[config.mk]
export PLATFORM = sky130hd
export DESIGN_NAME = perSys
export DESIGN_NICKNAME = d
export VERILOG_FILES = /design/src/common/periphPkg.sv /design/src/common/busPkg.sv /design/src/source/perSys.sv /design/src/source/irqCtrl.sv /design/src/source/pwmGen.sv /design/src/uart/uartRx.sv /design/src/uart/uartTx.sv
export SDC_FILE = /design/constraint.sdc
export NUM_CORES = 1
export LEC_CHECK = 0
export ABC_CLOCK_PERIOD_IN_PS = 5700
export CAP_MARGIN = 0
export CORE_ASPECT_RATIO = 0.7
export CORE_MARGIN = 3
export CORE_UTILIZATION = 65
export DETAILED_ROUTE_END_ITERATION = 6
export DONT_BUFFER_PORTS = 1
export HOLD_SLACK_MARGIN = 0.02
export PLACE_DENSITY = 0.89
export SLEW_MARGIN = 20
export SYNTH_ARGS = -nofsm -noshare
export SYNTH_HDL_FRONTEND = slang
export SYNTH_SLANG_ARGS = --single-unit
[constraint.sdc]
create_clock -name clk -period 5.7 [get_ports clk]
set_input_delay 0.57 -clock clk [delete_from_list [all_inputs] [get_ports clk]]
set_output_delay 0.57 -clock clk [all_outputs]
set_load 0.005 [all_outputs]
[src/common/periphPkg.sv]
// Peripheral constants and types: UART timing, PWM period, interrupt fields
// Referenced by the UART, PWM and interrupt blocks and by the top level
package periphPkg;

	////////////////////
	// UART

	localparam int unsigned clkHz = 4_000_000;	// System clock
	localparam int unsigned baudRate = 115_200;

	// Clock cycles per bit, rounded to nearest
	localparam int unsigned uartDivider = (clkHz + baudRate / 2) / baudRate;

	typedef logic [5:0] divCount_t;	// Baud counter
	typedef logic [7:0] uartByte_t;	// Data byte

	localparam divCount_t baudLast = divCount_t'(uartDivider - 1);	// Wrap value
	localparam divCount_t baudMid = divCount_t'(uartDivider / 2 - 1);	// Mid-bit sample

	// Start, 8 data, stop
	localparam logic [3:0] frameBits = 4'd10;

	// Receiver and transmitter flags, as seen by the interrupt logic
	typedef struct packed {
		logic rxValid;		// Byte waiting
		logic txRdy;		// Transmitter idle
		logic rxOverrun;	// Byte lost before read
		logic rxFrameErr;	// Stop bit sampled low
	} uartFlags_t;

	// Receiver FSM
	typedef enum logic [1:0] {
		rxIdle,		// Waiting for a low start bit at mid-bit
		rxShift,	// Sampling data and stop bits
		rxDone		// Frame complete, latch it
	} rxState_t;

	////////////////////
	// PWM

	typedef logic [7:0] pwmCount_t;
	localparam pwmCount_t pwmMax = 8'd180;	// Terminal count, 181 steps

	////////////////////
	// Interrupts

	typedef logic [2:0] irqEn_t;	// Bit 0 RX, bit 1 TX, bit 2 PWM
	typedef logic [1:0] vecSel_t;	// Vector register index

endpackage

[src/common/busPkg.sv]
// Bus word types, request struct and I/O address map
// Shared by the top-level decoder and the bus tasks of the testbench
package busPkg;

	////////////////////
	// Bus words

	typedef logic [31:0] word_t;		// Data word
	typedef logic [29:0] wordAddr_t;	// Byte address bits 31..2
	typedef logic [3:0] strobe_t;		// One strobe per byte lane
	typedef logic [2:0] ioField_t;		// Region and offset fields

	// Master request, driven every cycle
	// No valid bit, a cycle with all strobes low is a read
	typedef struct packed {
		wordAddr_t addr;	// Word address
		word_t wdata;		// Write data, byte lanes as on the bus
		strobe_t wstrb;		// Write strobes
	} busReq_t;

	////////////////////
	// I/O address map

	// Top three address bits select the I/O area (0xE0000000 up)
	localparam ioField_t ioRegion = 3'b111;

	// Offset field is byte address bits 7..5
	localparam ioField_t offUart = 3'd0;	// 0x00 data, 0x04 status
	localparam ioField_t offPwm = 3'd1;		// 0x20 duty write, GPIO read
	localparam ioField_t offTimer = 3'd3;	// 0x60 free-running count
	localparam ioField_t offIrq = 3'd7;		// 0xE0 enables, 0xF0 vectors

endpackage
[src/source/perSys.sv]
// I/O subsystem top: region and register decode, read mux, timer and stall
// Connects the UART, PWM and interrupt blocks to the external bus master
`timescale 1ns/1ps

module perSys (
	input logic clk,
	input logic reset,
	input busPkg::busReq_t req,				// Held by the master while stalled
	output busPkg::word_t rdata,
	output logic stall,
	input logic trap,
	input logic [3:0] gpIn,
	input logic rxd,
	output logic txd,
	output logic pwmOut,
	output logic irq,
	output busPkg::wordAddr_t ivector
);

	busPkg::wordAddr_t addr;
	busPkg::ioField_t offset;			// Byte address bits 7..5
	logic ioSel;
	logic uartData, uartStat;
	logic rxRd, txWr;					// Raw strobes, before stall gating
	logic pwmWr, enWr, vecWr;
	logic rxValid, txRdy, rxOverrun, rxFrameErr;
	periphPkg::uartFlags_t uartFlags;
	periphPkg::uartByte_t rxData;
	periphPkg::irqEn_t irqEn;
	logic pwmIrq;
	busPkg::word_t timerCount;

	////////////////////
	// Decode

	assign addr = req.addr;
	assign ioSel = (addr[29:27] == busPkg::ioRegion);
	assign offset = addr[5:3];
	assign uartData = ioSel && offset == busPkg::offUart && !addr[0];	// Byte bit 2 clear
	assign uartStat = ioSel && offset == busPkg::offUart && addr[0];

	assign rxRd = uartData && (req.wstrb == '0);
	assign txWr = uartData && req.wstrb[0];

	// Hold the master on an empty receiver or a busy transmitter
	assign stall = (rxRd && !rxValid) || (txWr && !txRdy);

	assign pwmWr = ioSel && offset == busPkg::offPwm && req.wstrb[0] && !stall;
	assign enWr = ioSel && offset == busPkg::offIrq && !addr[2] && req.wstrb[0] && !stall;
	assign vecWr = ioSel && offset == busPkg::offIrq && addr[2] && (&req.wstrb) && !stall;

	assign uartFlags = '{
		rxValid: rxValid,
		txRdy: txRdy,
		rxOverrun: rxOverrun,
		rxFrameErr: rxFrameErr
	};

	////////////////////
	// Timer

	always_ff @(posedge clk or posedge reset) begin
		if (reset) begin
			timerCount <= '0;
		end else begin
			timerCount <= timerCount + 1'b1;
		end
	end

	////////////////////
	// Read mux

	always_comb begin
		rdata = '0;	// Outside I/O and unmapped offsets
		if (ioSel) begin
			case (offset)
				busPkg::offUart: begin
					if (uartStat) begin
						rdata = {27'h0, pwmIrq, rxOverrun, rxFrameErr, txRdy, rxValid};
					end else begin
						rdata = {24'h0, rxData};
					end
				end
				busPkg::offPwm: rdata = {28'h0, gpIn};
				busPkg::offTimer: rdata = timerCount;
				busPkg::offIrq: rdata = addr[2] ? '0 : {29'h0, irqEn};	// Vectors write only
				default: rdata = '0;
			endcase
		end
	end

	////////////////////
	// Peripherals

	uartTx i_uartTx (
		.clk(clk), .reset(reset),
		.wr(txWr && !stall), .data(req.wdata[7:0]),
		.txd(txd), .txRdy(txRdy)
	);

	uartRx i_uartRx (
		.clk(clk), .reset(reset),
		.rxd(rxd), .rd(rxRd && !stall), .data(rxData),
		.rxValid(rxValid), .rxOverrun(rxOverrun), .rxFrameErr(rxFrameErr)
	);

	pwmGen i_pwmGen (
		.clk(clk), .reset(reset),
		.wr(pwmWr), .duty(req.wdata[7:0]),
		.pwmOut(pwmOut), .pwmIrq(pwmIrq)
	);

	irqCtrl i_irqCtrl (
		.clk(clk), .reset(reset),
		.enWr(enWr), .vecWr(vecWr), .vecSel(addr[1:0]), .wdata(req.wdata),
		.flags(uartFlags), .pwmIrq(pwmIrq), .trap(trap),
		.irqEn(irqEn), .irq(irq), .ivector(ivector)
	);

endmodule

[src/source/irqCtrl.sv]
// Interrupt controller: enable bits, four vector registers, priority encoder
// Priority is trap, then UART RX, UART TX, PWM
`timescale 1ns/1ps

module irqCtrl (
	input logic clk,
	input logic reset,
	input logic enWr,						// Enable register write
	input logic vecWr,						// Vector register write
	input periphPkg::vecSel_t vecSel,		// Which vector
	input busPkg::word_t wdata,
	input periphPkg::uartFlags_t flags,
	input logic pwmIrq,
	input logic trap,						// Core trap pulse
	output periphPkg::irqEn_t irqEn,
	output logic irq,
	output busPkg::wordAddr_t ivector		// Handler address
);

	busPkg::wordAddr_t vecTab [4];			// Vector registers
	periphPkg::irqEn_t pending;
	periphPkg::vecSel_t vecIdx;

	always_ff @(posedge clk or posedge reset) begin
		if (reset) begin
			irqEn <= '0;
		end else if (enWr) begin
			irqEn <= wdata[2:0];
		end
	end

	// Word aligned, byte bits 1..0 dropped
	always_ff @(posedge clk) begin
		if (vecWr) begin
			vecTab[vecSel] <= wdata[31:2];
		end
	end

	////////////////////
	// Pending and priority

	assign pending = {
		irqEn[2] & pwmIrq,			// PWM period
		irqEn[1] & flags.txRdy,		// TX ready for more
		irqEn[0] & flags.rxValid	// RX byte waiting
	};

	always_comb begin
		if (trap) begin
			vecIdx = 2'd0;			// ECALL / EBREAK first
		end else if (pending[0]) begin
			vecIdx = 2'd1;
		end else if (pending[1]) begin
			vecIdx = 2'd2;
		end else begin
			vecIdx = 2'd3;			// PWM, or don't care when irq is low
		end
	end

	assign ivector = vecTab[vecIdx];
	assign irq = (|pending) | trap;

endmodule

[src/source/pwmGen.sv]
// 181-step PWM generator with a period interrupt
// New duty takes effect at the next period; a duty write clears the interrupt
`timescale 1ns/1ps

module pwmGen (
	input logic clk,
	input logic reset,
	input logic wr,							// Duty write
	input periphPkg::pwmCount_t duty,		// High cycles per period
	output logic pwmOut,
	output logic pwmIrq						// Set each period start
);

	periphPkg::pwmCount_t count;		// 0..pwmMax
	periphPkg::pwmCount_t dutyReg;		// As written
	periphPkg::pwmCount_t dutyBuf;		// Copy in use this period
	logic termCount;
	logic zeroCount;

	assign termCount = (count == periphPkg::pwmMax);
	assign zeroCount = (count == '0);

	always_ff @(posedge clk or posedge reset) begin
		if (reset) begin
			count <= '0;
			dutyReg <= '0;
			dutyBuf <= '0;
		end else begin
			count <= termCount ? '0 : count + 1'b1;
			if (wr) begin
				dutyReg <= duty;
			end
			if (termCount) begin
				dutyBuf <= dutyReg;	// Reload only between periods
			end
		end
	end

	////////////////////
	// Output and IRQ

	// Match wins over zero count, so a duty of 0 keeps the output low
	always_ff @(posedge clk or posedge reset) begin
		if (reset) begin
			pwmOut <= 1'b0;
			pwmIrq <= 1'b0;
		end else begin
			if (count == dutyBuf) begin
				pwmOut <= 1'b0;
			end else if (zeroCount) begin
				pwmOut <= 1'b1;
			end
			if (zeroCount) begin
				pwmIrq <= 1'b1;
			end else if (wr) begin
				pwmIrq <= 1'b0;	// Duty write acknowledges
			end
		end
	end

endmodule

[src/uart/uartRx.sv]
// 8N1 UART receiver
// Samples mid-bit after a two-stage synchronizer; rd clears valid and overrun
`timescale 1ns/1ps

module uartRx (
	input logic clk,
	input logic reset,
	input logic rxd,						// Serial in, asynchronous
	input logic rd,							// Data read, clears flags
	output periphPkg::uartByte_t data,		// Last received byte
	output logic rxValid,
	output logic rxOverrun,
	output logic rxFrameErr
);

	logic [1:0] rxSync;						// Synchronizer, [1] is safe to use
	logic rxBit;
	logic rxEdge;
	periphPkg::divCount_t baudCnt;
	logic midTick;							// Middle of a bit
	periphPkg::rxState_t state;
	logic [3:0] bitCnt;						// Samples taken in rxShift
	logic [8:0] shiftReg;					// Stop bit ends up in [8]
	logic stopBit;							// Stop bit of the latched frame
	logic [1:0] validHist;					// 01 data, 11 overrun

	assign rxBit = rxSync[1];
	assign rxEdge = rxSync[1] ^ rxSync[0];
	assign midTick = (baudCnt == periphPkg::baudMid);

	always_ff @(posedge clk or posedge reset) begin
		if (reset) begin
			rxSync <= 2'b11;	// Idle line
		end else begin
			rxSync <= {rxSync[0], rxd};
		end
	end

	// Realigned on every line edge
	always_ff @(posedge clk or posedge reset) begin
		if (reset) begin
			baudCnt <= '0;
		end else if (rxEdge || baudCnt == periphPkg::baudLast) begin
			baudCnt <= '0;
		end else begin
			baudCnt <= baudCnt + 1'b1;
		end
	end

	////////////////////
	// Frame FSM

	always_ff @(posedge clk or posedge reset) begin
		if (reset) begin
			state <= periphPkg::rxIdle;
			bitCnt <= '0;
		end else begin
			case (state)
				periphPkg::rxIdle: if (midTick && !rxBit) begin
					state <= periphPkg::rxShift;	// Start bit still low at mid-bit
					bitCnt <= '0;
				end
				periphPkg::rxShift: if (midTick) begin
					bitCnt <= bitCnt + 1'b1;
					if (bitCnt == 4'd8) begin		// 8 data + stop
						state <= periphPkg::rxDone;
					end
				end
				default: state <= periphPkg::rxIdle;
			endcase
		end
	end

	// LSB first, so the first data bit lands in [0]
	always_ff @(posedge clk) begin
		if (state == periphPkg::rxShift && midTick) begin
			shiftReg <= {rxBit, shiftReg[8:1]};
		end
	end

	always_ff @(posedge clk) begin
		if (state == periphPkg::rxDone) begin
			data <= shiftReg[7:0];
		end
	end

	// Reset high so no framing error shows before the first frame
	always_ff @(posedge clk or posedge reset) begin
		if (reset) begin
			stopBit <= 1'b1;
		end else if (state == periphPkg::rxDone) begin
			stopBit <= shiftReg[8];
		end
	end

	// Second frame without a read shifts the one up into overrun
	always_ff @(posedge clk or posedge reset) begin
		if (reset) begin
			validHist <= '0;
		end else if (state == periphPkg::rxDone) begin
			validHist <= {validHist[0], 1'b1};
		end else if (rd) begin
			validHist <= '0;
		end
	end

	assign rxValid = validHist[0];
	assign rxOverrun = validHist[1];
	assign rxFrameErr = ~stopBit;

endmodule

[src/uart/uartTx.sv]
// 8N1 UART transmitter
// A write strobe loads the byte and starts the frame, txRdy flags idle
`timescale 1ns/1ps

module uartTx (
	input logic clk,
	input logic reset,
	input logic wr,							// Start transmission
	input periphPkg::uartByte_t data,		// Byte to send
	output logic txd,						// Serial out, idle high
	output logic txRdy						// Ready for a new byte
);

	periphPkg::divCount_t baudCnt;	// Cycles within the current bit
	logic baudTick;					// Last cycle of a bit
	logic [8:0] shiftReg;			// Start bit plus data, LSB goes out
	logic [3:0] bitCnt;				// Bits left, zero when idle
	logic busy;

	assign baudTick = (baudCnt == periphPkg::baudLast);
	assign busy = |bitCnt;

	////////////////////
	// Baud counter

	// Restarts on every write so the start bit gets a full bit time
	always_ff @(posedge clk or posedge reset) begin
		if (reset) begin
			baudCnt <= '0;
		end else if (wr || baudTick) begin
			baudCnt <= '0;
		end else begin
			baudCnt <= baudCnt + 1'b1;
		end
	end

	////////////////////
	// Shifter

	always_ff @(posedge clk or posedge reset) begin
		if (reset) begin
			shiftReg <= 9'h1FF;							// Line idle
		end else if (wr) begin
			shiftReg <= {data, 1'b0};					// Data plus start bit
		end else if (baudTick) begin
			shiftReg <= {1'b1, shiftReg[8:1]};		// Ones fill in, last one is the stop bit
		end
	end

	// Counts down one per bit time
	always_ff @(posedge clk or posedge reset) begin
		if (reset) begin
			bitCnt <= '0;
		end else if (wr) begin
			bitCnt <= periphPkg::frameBits;
		end else if (busy && baudTick) begin
			bitCnt <= bitCnt - 1'b1;
		end
	end

	assign txd = shiftReg[0];
	assign txRdy = ~busy;

endmodule

# --- Yosys cells after proc, flatten, opt, wreduce, memory -nomap -nowiden ---
# Memory sizes are Yosys's and may differ from the RTL's.
# Index checks and enable logic that the tools add are counted.
classes:
  add_sub_neg: 6
  n_eq_ne: 15
  muxes: 29
  bitwise: 7
  reduce_logical: 45
op_table:
  columns: ["cell", "n"]
  rows:
  - ["case mux 32 bit (4 select lines)", 1]
  - ["adder 32 x 1 -> 32 bit (second input constant)", 1]
  - ["two-way mux 32 bit", 1]
  - ["logical AND 1 bit", 22]
  - ["two-way mux 9 bit", 2]
  - ["two-way mux 4 bit", 4]
  - ["two-way mux 8 bit", 2]
  - ["two-way mux 2 bit", 7]
  - ["adder 6 x 1 -> 6 bit (second input constant)", 2]
  - ["equality test 6 bit (second input constant)", 2]
  - ["two-way mux 6 bit", 2]
  - ["nonzero test 2 bit", 6]
  - ["adder 8 x 1 -> 8 bit (second input constant)", 1]
  - ["equality test 8 bit", 1]
  - ["equality test 8 bit (second input constant)", 1]
  - ["zero test 8 bit", 1]
  - ["case mux 4 bit (2 select lines)", 1]
  - ["two-way mux 1 bit", 7]
  - ["equality test 3 bit (second input constant)", 2]
  - ["equality test 6 x 5 -> 1 bit (second input constant)", 1]
  - ["inequality test 2 x 1 -> 1 bit (second input constant)", 3]
  - ["AND reduction 3 bit", 2]
  - ["zero test 1 bit", 5]
  - ["adder 4 x 1 -> 4 bit (second input constant)", 1]
  - ["19 further kinds", 24]
word_totals:
  register_bits: 114
  mem_bits_rw: 120
  input_bits: 74
  out_inout_bits: 66
  wordCells: 121
  n_memories: 1
mem_list:
  columns: ["name", "words", "word_bits", "read_ports", "rd_clocked_by_memory_dff", "wr", "line", "text"]
  rows:
  - ["i_irqCtrl.vecTab", 4, 30, 1, 0, 1, "irqCtrl.sv:20", "busPkg::wordAddr_t vecTab [4];"]

# --- Depth between registers and ports, before layout ---
# Gate-level depths: netlist of run 1.
logic_depth:
  word_depth: 10
  ltp_mapped: 7

# --- Hierarchy ---
# From an unflattened synthesis of run 1, not the netlist that was laid out.
hier_totals:
  cells_unflattened: 785
  area_unflattened_um2: 10543.9
modules_own_cells:
  columns: ["mod", "instances", "cells_each", "area_per_inst_um2", "seq_area_each_um2"]
  rows:
  - ["irqCtrl", 1, 309, 5092.4, 3678.5]
  - ["perSys", 1, 199, 1906.8, 800.8]
  - ["uartRx", 1, 92, 1328.8, 939.7]
  - ["pwmGen", 1, 89, 1163.6, 650.6]
  - ["uartTx", 1, 96, 1052.3, 486.7]

# --- Worst setup path after synthesis of run 1 ---
# OpenSTA, ideal clock, no wires.
synth_path:
  kind: "input to register"
  start: "in req[41] (netlist name)"
  end: "mem i_irqCtrl.vecTab[1][0] (netlist name) (enable)"
  arrival_time_ns: 2.513
  slack_ns: 2.770
  path_stages: 5
  path_buffers: 1
  cell_sequence: "buf_2 nand3_1 nor3_1 nand2_1 nor2_1"
synth_between:
  elab_chain_cells: 10
synth_lines:
  columns: ["item", "line", "text"]
  rows:
  - ["start: declaration", "perSys.sv:8", "input busPkg::busReq_t req,"]
  - ["zero test 3 bit", "perSys.sv:39", "assign uartData = ioSel && offset == busPkg::offUart && !addr[0];"]
  - ["logical AND 1 bit (2 in a row)", "perSys.sv:39", null]
  - ["logical AND 1 bit, on equally long branches", "perSys.sv:42, perSys.sv:43", null]
  - ["logical AND 1 bit", "perSys.sv:46", "assign stall = (rxRd && !rxValid) || (txWr && !txRdy);"]
  - ["logical OR 1 bit", "perSys.sv:46", null]
  - ["zero test 1 bit", "perSys.sv:50", "assign vecWr = ioSel && offset == busPkg::offIrq && addr[2] && (&req.wstrb) && !stall;"]
  - ["logical AND 1 bit *", "perSys.sv:50", null]
  - ["two-way mux 1 bit *", "irqCtrl.sv:34", "if (vecWr) begin"]
  - ["two-way mux 1 bit (implied by the code) *", "irqCtrl.sv:35", "vecTab[vecSel] <= wdata[31:2];"]
  - ["end: declaration", "irqCtrl.sv:20", null]
# Mark *: on every way between the ends. The rest lies on a longest branch, timed or not.

# --- Worst setup path in the final report of run 1 ---
layout_path:
  start: "in trap"
  end: "out ivector[0]"
layout_between:
  elab_chain_cells: 2
layout_lines:
  columns: ["item", "line", "text"]
  rows:
  - ["start: declaration", "perSys.sv:11", "input logic trap,"]
  - ["two-way mux 2 bit", "irqCtrl.sv:49", "if (trap) begin"]
  - ["memory (4 x 30 bit)", null, null]
  - ["end: declaration", "perSys.sv:17", "output busPkg::wordAddr_t ivector"]
# No other way between the ends.

==> reports/qor.txt, run 1 <==
status = finished, final reports clean
# resized after CTS = 0
Crit Path Category = in2out
GP Congestion = 0.911
Psw = 0.000652 W
worst vdd ir = 241 uV
Seq pwr share = 55.2%
Crit path arrival time = 2630 ps
number of max-cap violations = 0
Net Sw Frac = 19.7%
final worst path period share = 56.2%
setup repair bufs after CTS = 0
PortBufs = 0
x dimension of the die = 152 microns
number of global-route vias before repair = 6,174
Die ar. = 16,400 sq um
P per Cell Area = 313 nW/um^2
Vias = 5,911
family with the most delay on the worst path = buffers and inverters
maximum clock frequency = 0.312 GHz
initial core utilization = 68.0%
P&R area growth vs syn = 9.23%
CTS tree = yes
HP Class = in2reg
most common cell after layout, fill and taps aside = edfxtp_1
Setup TNS = 0 ps
CTS clk-pin slew, worst paths = 60 ps
synthesized area per cell = 13.1 sq um
CTS Hold Bufs = 1
CTS Buf Count = 21
Clock Latency Late Sink = 500 ps
Slew headroom = 31.7%
DRC = 0
layout filler cell count = 857
Gate power share = 2.6%
Worst Path Required = 5130 ps
CORE AREA = 14,200 sq um
total grt overflow = 0
first-pass iteration count of the detailed router = 7
sequential area share after synthesis = 67.7%
most frequent cells in the layout = edfxtp_1 (137), nand2_1 (92), dfrtp_1 (85), nor2_1 (50), a31oi_1 (32)
Leak Pwr = 4.03 nW
Post-DP HPWL = 13,200 microns
Ys Warns = 0
io pins = 140
overall routing resource usage = 24.8%
Netlist cell types = 51
vias per inst = 6.24
CP Max Fanout = 31
Critical Path Sink Type = output port
#FFs+latches synth = 234
multi-input logic area = 2950 sq um
CTS max path bufs = 3
CP Launch Type = input pin
CP max stage delay = 760 ps
Synth async-reset ratio = 41.5%
crit path cell chain = clkinv_1 -> nand3_1 -> buf_4 -> o22ai_1 -> a31oi_1
Synthesized Nets = 822
RSZ-0062 raised after global routing = no
ANT nets after route = 0
final wirelength = 20,300 microns
CP max-delay cell = clkinv_1
final setup vio count = 0
max-slew violations = 0
FP Rows = 36
Final Hold Viols = 0
Setup WS pre-CTS = 2950 ps
share of layout cells above drive strength 1 = 11.6%
Buf+Inv Stages, Crit Path = 2
number of synthesized flops with an enable pin = 137
clock sinks = 234
CTS Root Cell = clkbuf_16
H-tree Lvls = 1
Tmin final = 3200 ps
DR iter-0 viols = 473
chip height = 108 microns
Avg WL per Cell = 21.4 microns
worst reg2reg setup slack = 3110 ps
post-synth design cell area = 9680 sq um
global-route wire length before repair = 32,600 microns
Clock power frac = 42.3%
Final Worst Setup Slack = 2500 ps
largest net degree at the start of global routing = 70
initial antenna violation count = 0
Most used DFF post-synth = edfxtp_1
Cell Int Power = 0.00266 W
nets@finish = 828
Worst-Margin Slew = 1020 ps
Syn Inst Count = 737
post-route clock skew = 8.43 ps
Register Area = 6560 sq um
antenna cells = 0
[worst reg2reg max path, cell delays in order, from the launching register on]
cell and delay, ps:
dfrtp_1 420, inv_1 80, ha_1 200, or3b_4 430, a21oi_1 190, nand2_1 120, nor2_4 770
[final cells by class]
| cell class | instances | area share (%) |
|---|---|---|
| Timing Repair Buffer | 9 | 0.663 |
| Multi-Input combinational cell | 457 | 27.9 |
| Clock buffer | 27 | 5.18 |
| Inverter | 20 | 0.722 |
| Clock inverter | 11 | 1.23 |
| Tap cell | 190 | 2.25 |
| Sequential cell | 234 | 62.0 |
[metal layers]
| layer | wire (microns) | vias to the layer above | GRT usage (%) |
|---|---|---|---|
| met4 | 460 | 0 | 7.31 |
| met3 | 1660 | 44 | 6.80 |
| met2 | 9820 | 212 | 40.9 |
| met1 | 8320 | 2952 | 33.2 |
| li1 | - | 2703 | - |
| met5 | 0 | - | 0 |
[cell usage after synthesis (7+ instances only)]
master | instances | area [sq um]
o22ai_1 | 31 | 194
dfstp_2 | 12 | 315
xnor2_1 | 31 | 272
edfxtp_1 | 137 | 4110
ha_1 | 11 | 138
and3_1 | 7 | 43.8
xor2_1 | 24 | 210
mux2i_1 | 9 | 90.1
a31oi_1 | 32 | 200
nand3_1 | 28 | 140
nand4_1 | 15 | 93.8
and2_1 | 26 | 163
mux2_2 | 24 | 270
dfrtp_1 | 85 | 2130
a21oi_1 | 15 | 75.1
nor4_1 | 7 | 43.8
nor2_1 | 52 | 195
clkbuf_1 | 21 | 78.8
nand2_1 | 92 | 345
inv_1 | 20 | 75.1
[power by group through the flow]
stage          clock (W)  combinational, W  sequential [W]
6_report         0.00140         0.0000855         0.00183
4_1_cts          0.00141         0.0000868         0.00182
3_5_place_dp           0         0.0000859         0.00186
5_1_grt          0.00149         0.0000959         0.00183
3_3_place_gp           0         0.0000822         0.00186
2_1_floorplan          0         0.0000654         0.00185
[cell families (layout without fill, tap and decap cells)]
logic type,count (synthesis),count (layout),share of synthesized area [%]
AND/OR/NAND/NOR,263,263,14.0
flip-flops,234,234,67.7
AO/OA/AOI/OAI,95,95,6.22
XOR/XNOR,55,55,4.98
buffers and inverters,46,67,1.94
multiplexers,33,33,3.72
adder cells (fa/ha/maj),11,11,1.42
[flip-flops by register name, summed over array words and instances (netlist names)]
signal,cells
i_uartTx.bitCnt,4
i_pwmGen.dutyReg,8
i_uartRx.shiftReg,9
i_uartRx.baudCnt,6
i_uartRx.data,8
i_pwmGen.pwmIrq,1
i_uartTx.baudCnt,6
i_uartRx.rxSync,2
i_pwmGen.count,8
timerCount,32
i_irqCtrl.irqEn,3
i_uartRx.state,2
i_uartRx.bitCnt,4
i_pwmGen.pwmOut,1
i_uartTx.shiftReg,9
i_uartRx.validHist,2
i_irqCtrl.vecTab,120
i_pwmGen.dutyBuf,8
i_uartRx.stopBit,1
[final timing paths]
check | start | end | cells past startpoint
worst max-delay path | trap | ivector[0] | 5
worst max register to register | i_uartTx.bitCnt[0] | i_irqCtrl.vecTab[0][14] | 6
worst min register to register | i_uartRx.rxSync[0] | i_uartRx.rxSync[1] | 0
worst min-delay path | rxd | i_uartRx.rxSync[0] | 0
max in group asynchronous | reset | timerCount[30] | 3
min in group asynchronous | reset | i_pwmGen.count[5] | 2
[metrics by stage]
stage                     utilization (%)  hold slack, ps  instances  total power [W]  cell area [sq um]
after floorplan                         -             360        737          0.00192               9680
after global placement               69.4             372        909          0.00194               9880
after detailed placement             69.4             374        909          0.00195               9880
after CTS                            74.3            55.0        948          0.00333              10600
after global routing                 74.3            49.2        948          0.00341              10600
final                                74.3            63.9        948          0.00331              10600
No activity file was read; power rests on OpenSTA's default activity.
==> run 2, diff against run 1 <==
--- a/config.mk
+++ b/config.mk
@@ -5,15 +5,15 @@
 export SDC_FILE = /design/constraint.sdc
 export NUM_CORES = 1
 export LEC_CHECK = 0
-export ABC_CLOCK_PERIOD_IN_PS = 5700
+export ABC_CLOCK_PERIOD_IN_PS = 2850
 export CAP_MARGIN = 0
 export CORE_ASPECT_RATIO = 0.7
 export CORE_MARGIN = 3
-export CORE_UTILIZATION = 65
+export CORE_UTILIZATION = 57
 export DETAILED_ROUTE_END_ITERATION = 6
 export DONT_BUFFER_PORTS = 1
 export HOLD_SLACK_MARGIN = 0.02
-export PLACE_DENSITY = 0.89
+export PLACE_DENSITY = 0.83
 export SLEW_MARGIN = 20
 export SYNTH_ARGS = -nofsm -noshare
 export SYNTH_HDL_FRONTEND = slang
==> constraint.sdc (replaced) <==
create_clock -name clk -period 2.85 [get_ports clk]
set_input_delay 0.285 -clock clk [delete_from_list [all_inputs] [get_ports clk]]
set_output_delay 0.285 -clock clk [all_outputs]
set_load 0.005 [all_outputs]
==> reports/qor.txt, run 2 (synthesized netlist as in run 1, its figures left out) <==
Top reg by flops = i_irqCtrl.vecTab
RR Endpoint = i_irqCtrl.vecTab[0][20]
Hold WS = 45.7 ps (-18.2 ps)
status = finished, final reports clean
fin cells = 1,024 (+8.0%)
most frequent cells in the layout = edfxtp_1 (137), nand2_1 (92), dfrtp_1 (85), nor2_1 (50), dlygate4sd3_1 (35)
worst vdd ir = 412 uV (+71%)
antenna cells = 0 (unchanged)
placed cells = 949 (+4.4%)
R2R cell count = 7 (+1)
DR iter-0 viols = 634 (+34%)
Setup TNS = 0 ps (unchanged)
CTS tree = yes
GP Congestion = 0.805 (-12%)
r2r startpoint = i_uartTx.bitCnt[0]
CTS clk-pin slew, worst paths = 70 ps (about the same)
max-slew violations = 0 (unchanged)
CTS Root Cell = clkbuf_16
post-layout instance area = 11,000 sq um (+4.4%)
clock sinks = 234 (unchanged)
Tmin final = 2680 ps
Crit Path Category = reg2out
FP Rows = 39 (+8.3%)
CP Launch Type = flop
CTS Buf Count = 22 (+4.8%)
Final Hold Viols = 0 (unchanged)
chip height = 115 microns (+6.4%)
Worst Path Required = 2570 ps (-2560 ps)
worst reg2reg setup slack = 520 ps (-2590 ps)
HP Class = in2reg
Crit path arrival time = 2400 ps (-230 ps)
share of layout cells above drive strength 1 = 11.9% (+0.28 points)
final setup vio count = 0 (unchanged)
biggest registers after layout = i_irqCtrl.vecTab: 120 flops, timerCount: 32 flops
ANT nets after route = 0 (unchanged)
initial antenna violation count = 0 (unchanged)
crit path capture = ivector[23]
Worst-Margin Slew = 932 ps (-86.3 ps)
io pins = 140 (unchanged)
Leak Pwr = 4.21 nW (+4.5%)
post-route clock skew = 14.3 ps (+5.91 ps)
number of global-route vias before repair = 6,214 (+0.65%)
P per Cell Area = 604 nW/um^2 (+93%)
first-pass iteration count of the detailed router = 6 (-1)
PortBufs = 0 (unchanged)
final wirelength = 20,200 microns (-0.11%)
total grt overflow = 0 (unchanged)
CP Launch Point = i_uartTx.bitCnt[0]
CP Max Fanout = 30 (-3.2%)
vias per inst = 5.95 (-4.6%)
H-tree Lvls = 1 (unchanged)
max FFs per register = 120 (unchanged)
Post-DP HPWL = 13,100 microns (-0.73%)
CTS max path bufs = 3 (unchanged)
overall routing resource usage = 22.1% (-2.8 points)
crit path cell chain = inv_1 -> ha_1 -> nor3b_1 -> and2_1 -> buf_6 -> nand2_1 -> a31oi_1
DRC = 0 (unchanged)
P&R area growth vs syn = 14.0%
x dimension of the die = 162 microns (+6.5%)
Clock Latency Late Sink = 500 ps (about the same)
initial core utilization = 58.7% (-9.3 points)
RSZ-0062 raised after global routing = no
CP max stage delay = 410 ps (-350 ps)
maximum clock frequency = 0.373 GHz
Placed Area = 9990 sq um (+1.1%)
largest net degree at the start of global routing = 52 (-26%)
CORE AREA = 16,500 sq um (+16%)
global-route wire length before repair = 32,600 microns (+0.13%)
final worst path period share = 94.1%
Die ar. = 18,600 sq um (+13%)
Slew headroom = 37.0% (+5.4 points)
number of max-cap violations = 0 (unchanged)
most common cell after layout, fill and taps aside = edfxtp_1
CP max-delay cell = dfrtp_1
Critical Path Sink Type = output port
nets@finish = 868 (+4.8%)
Vias = 6,091 (+3.0%)
Avg WL per Cell = 19.8 microns (-7.5%)
-- run 2: cell count changes in the layout (fill, tap and decap cells not counted), sizes merged --
cell         delta
bufinv          -2
clkinvlp        +2
buf             +5
dlygate4sd3    +34
clkbuf          +2
-- run 2: area by class of cell --
type	instances	area (sq um)
Clock buffer	29	608
Inverter	20	76.3
Multi-Input combinational cell	457	2950
Clock inverter	11	80.1
Sequential cell	234	6560
Timing Repair Buffer	48	477
Tap cell	225	282
Fill cell	1170	5460
-- run 2: layer usage --
layer / wire length, microns / track usage (%)
met1: 8360 / 28.9
met2: 9900 / 37.5
met3: 1440 / 5.11
met4: 552 / 6.59
met5: 0 / 0
-- run 2: stage by stage --
stage	worst slack (ps)	util (%)	total power, W
final	168	66.9	0.00666
after global routing	7.57	66.9	0.00687
after CTS	122	66.9	0.00669
after detailed placement	561	60.6	0.00389
after global placement	595	60.6	0.00388
after floorplan	51.1	-	0.00384
-- run 2: timing repair --
item | 4_1_cts | 5_1_grt
hold buffers | 35 | 0
buffers inserted | 0 | 0
endpoints found under the hold margin | 178 | 0
endpoints found under the setup margin | 0 | 1
gates resized for setup | 0 | 1
-- run 2: critical path: cells and delay by family, from the launching register on --
kind	cells	cell delay [ps]
adder cells (fa/ha/maj)	1	180
AND/OR/NAND/NOR	3	650
flip-flops	1	410
AO/OA/AOI/OAI	1	320
buffers and inverters	2	340
-- run 2: report_power, final --
part	switching (W)	internal (W)	leakage [nW]	total, W
Sequential	0.0000295	0.00362	2.47	0.00365
Clock	0.00118	0.00159	0.329	0.00278
Combinational	0.000141	0.0000949	1.41	0.000236
-- run 2: worst min-delay path by stage --
stage,from,endpoint,slack (ps),cells past startpoint
finish,req[37],i_irqCtrl.vecTab[0][0],50,1
global placement,rxd,i_uartRx.rxSync[0],290,0
CTS,req[37],i_irqCtrl.vecTab[0][3],40,1
detailed placement,rxd,i_uartRx.rxSync[0],290,0
floorplan,rxd,i_uartRx.rxSync[0],290,0
global route,req[37],i_irqCtrl.vecTab[0][1],40,1
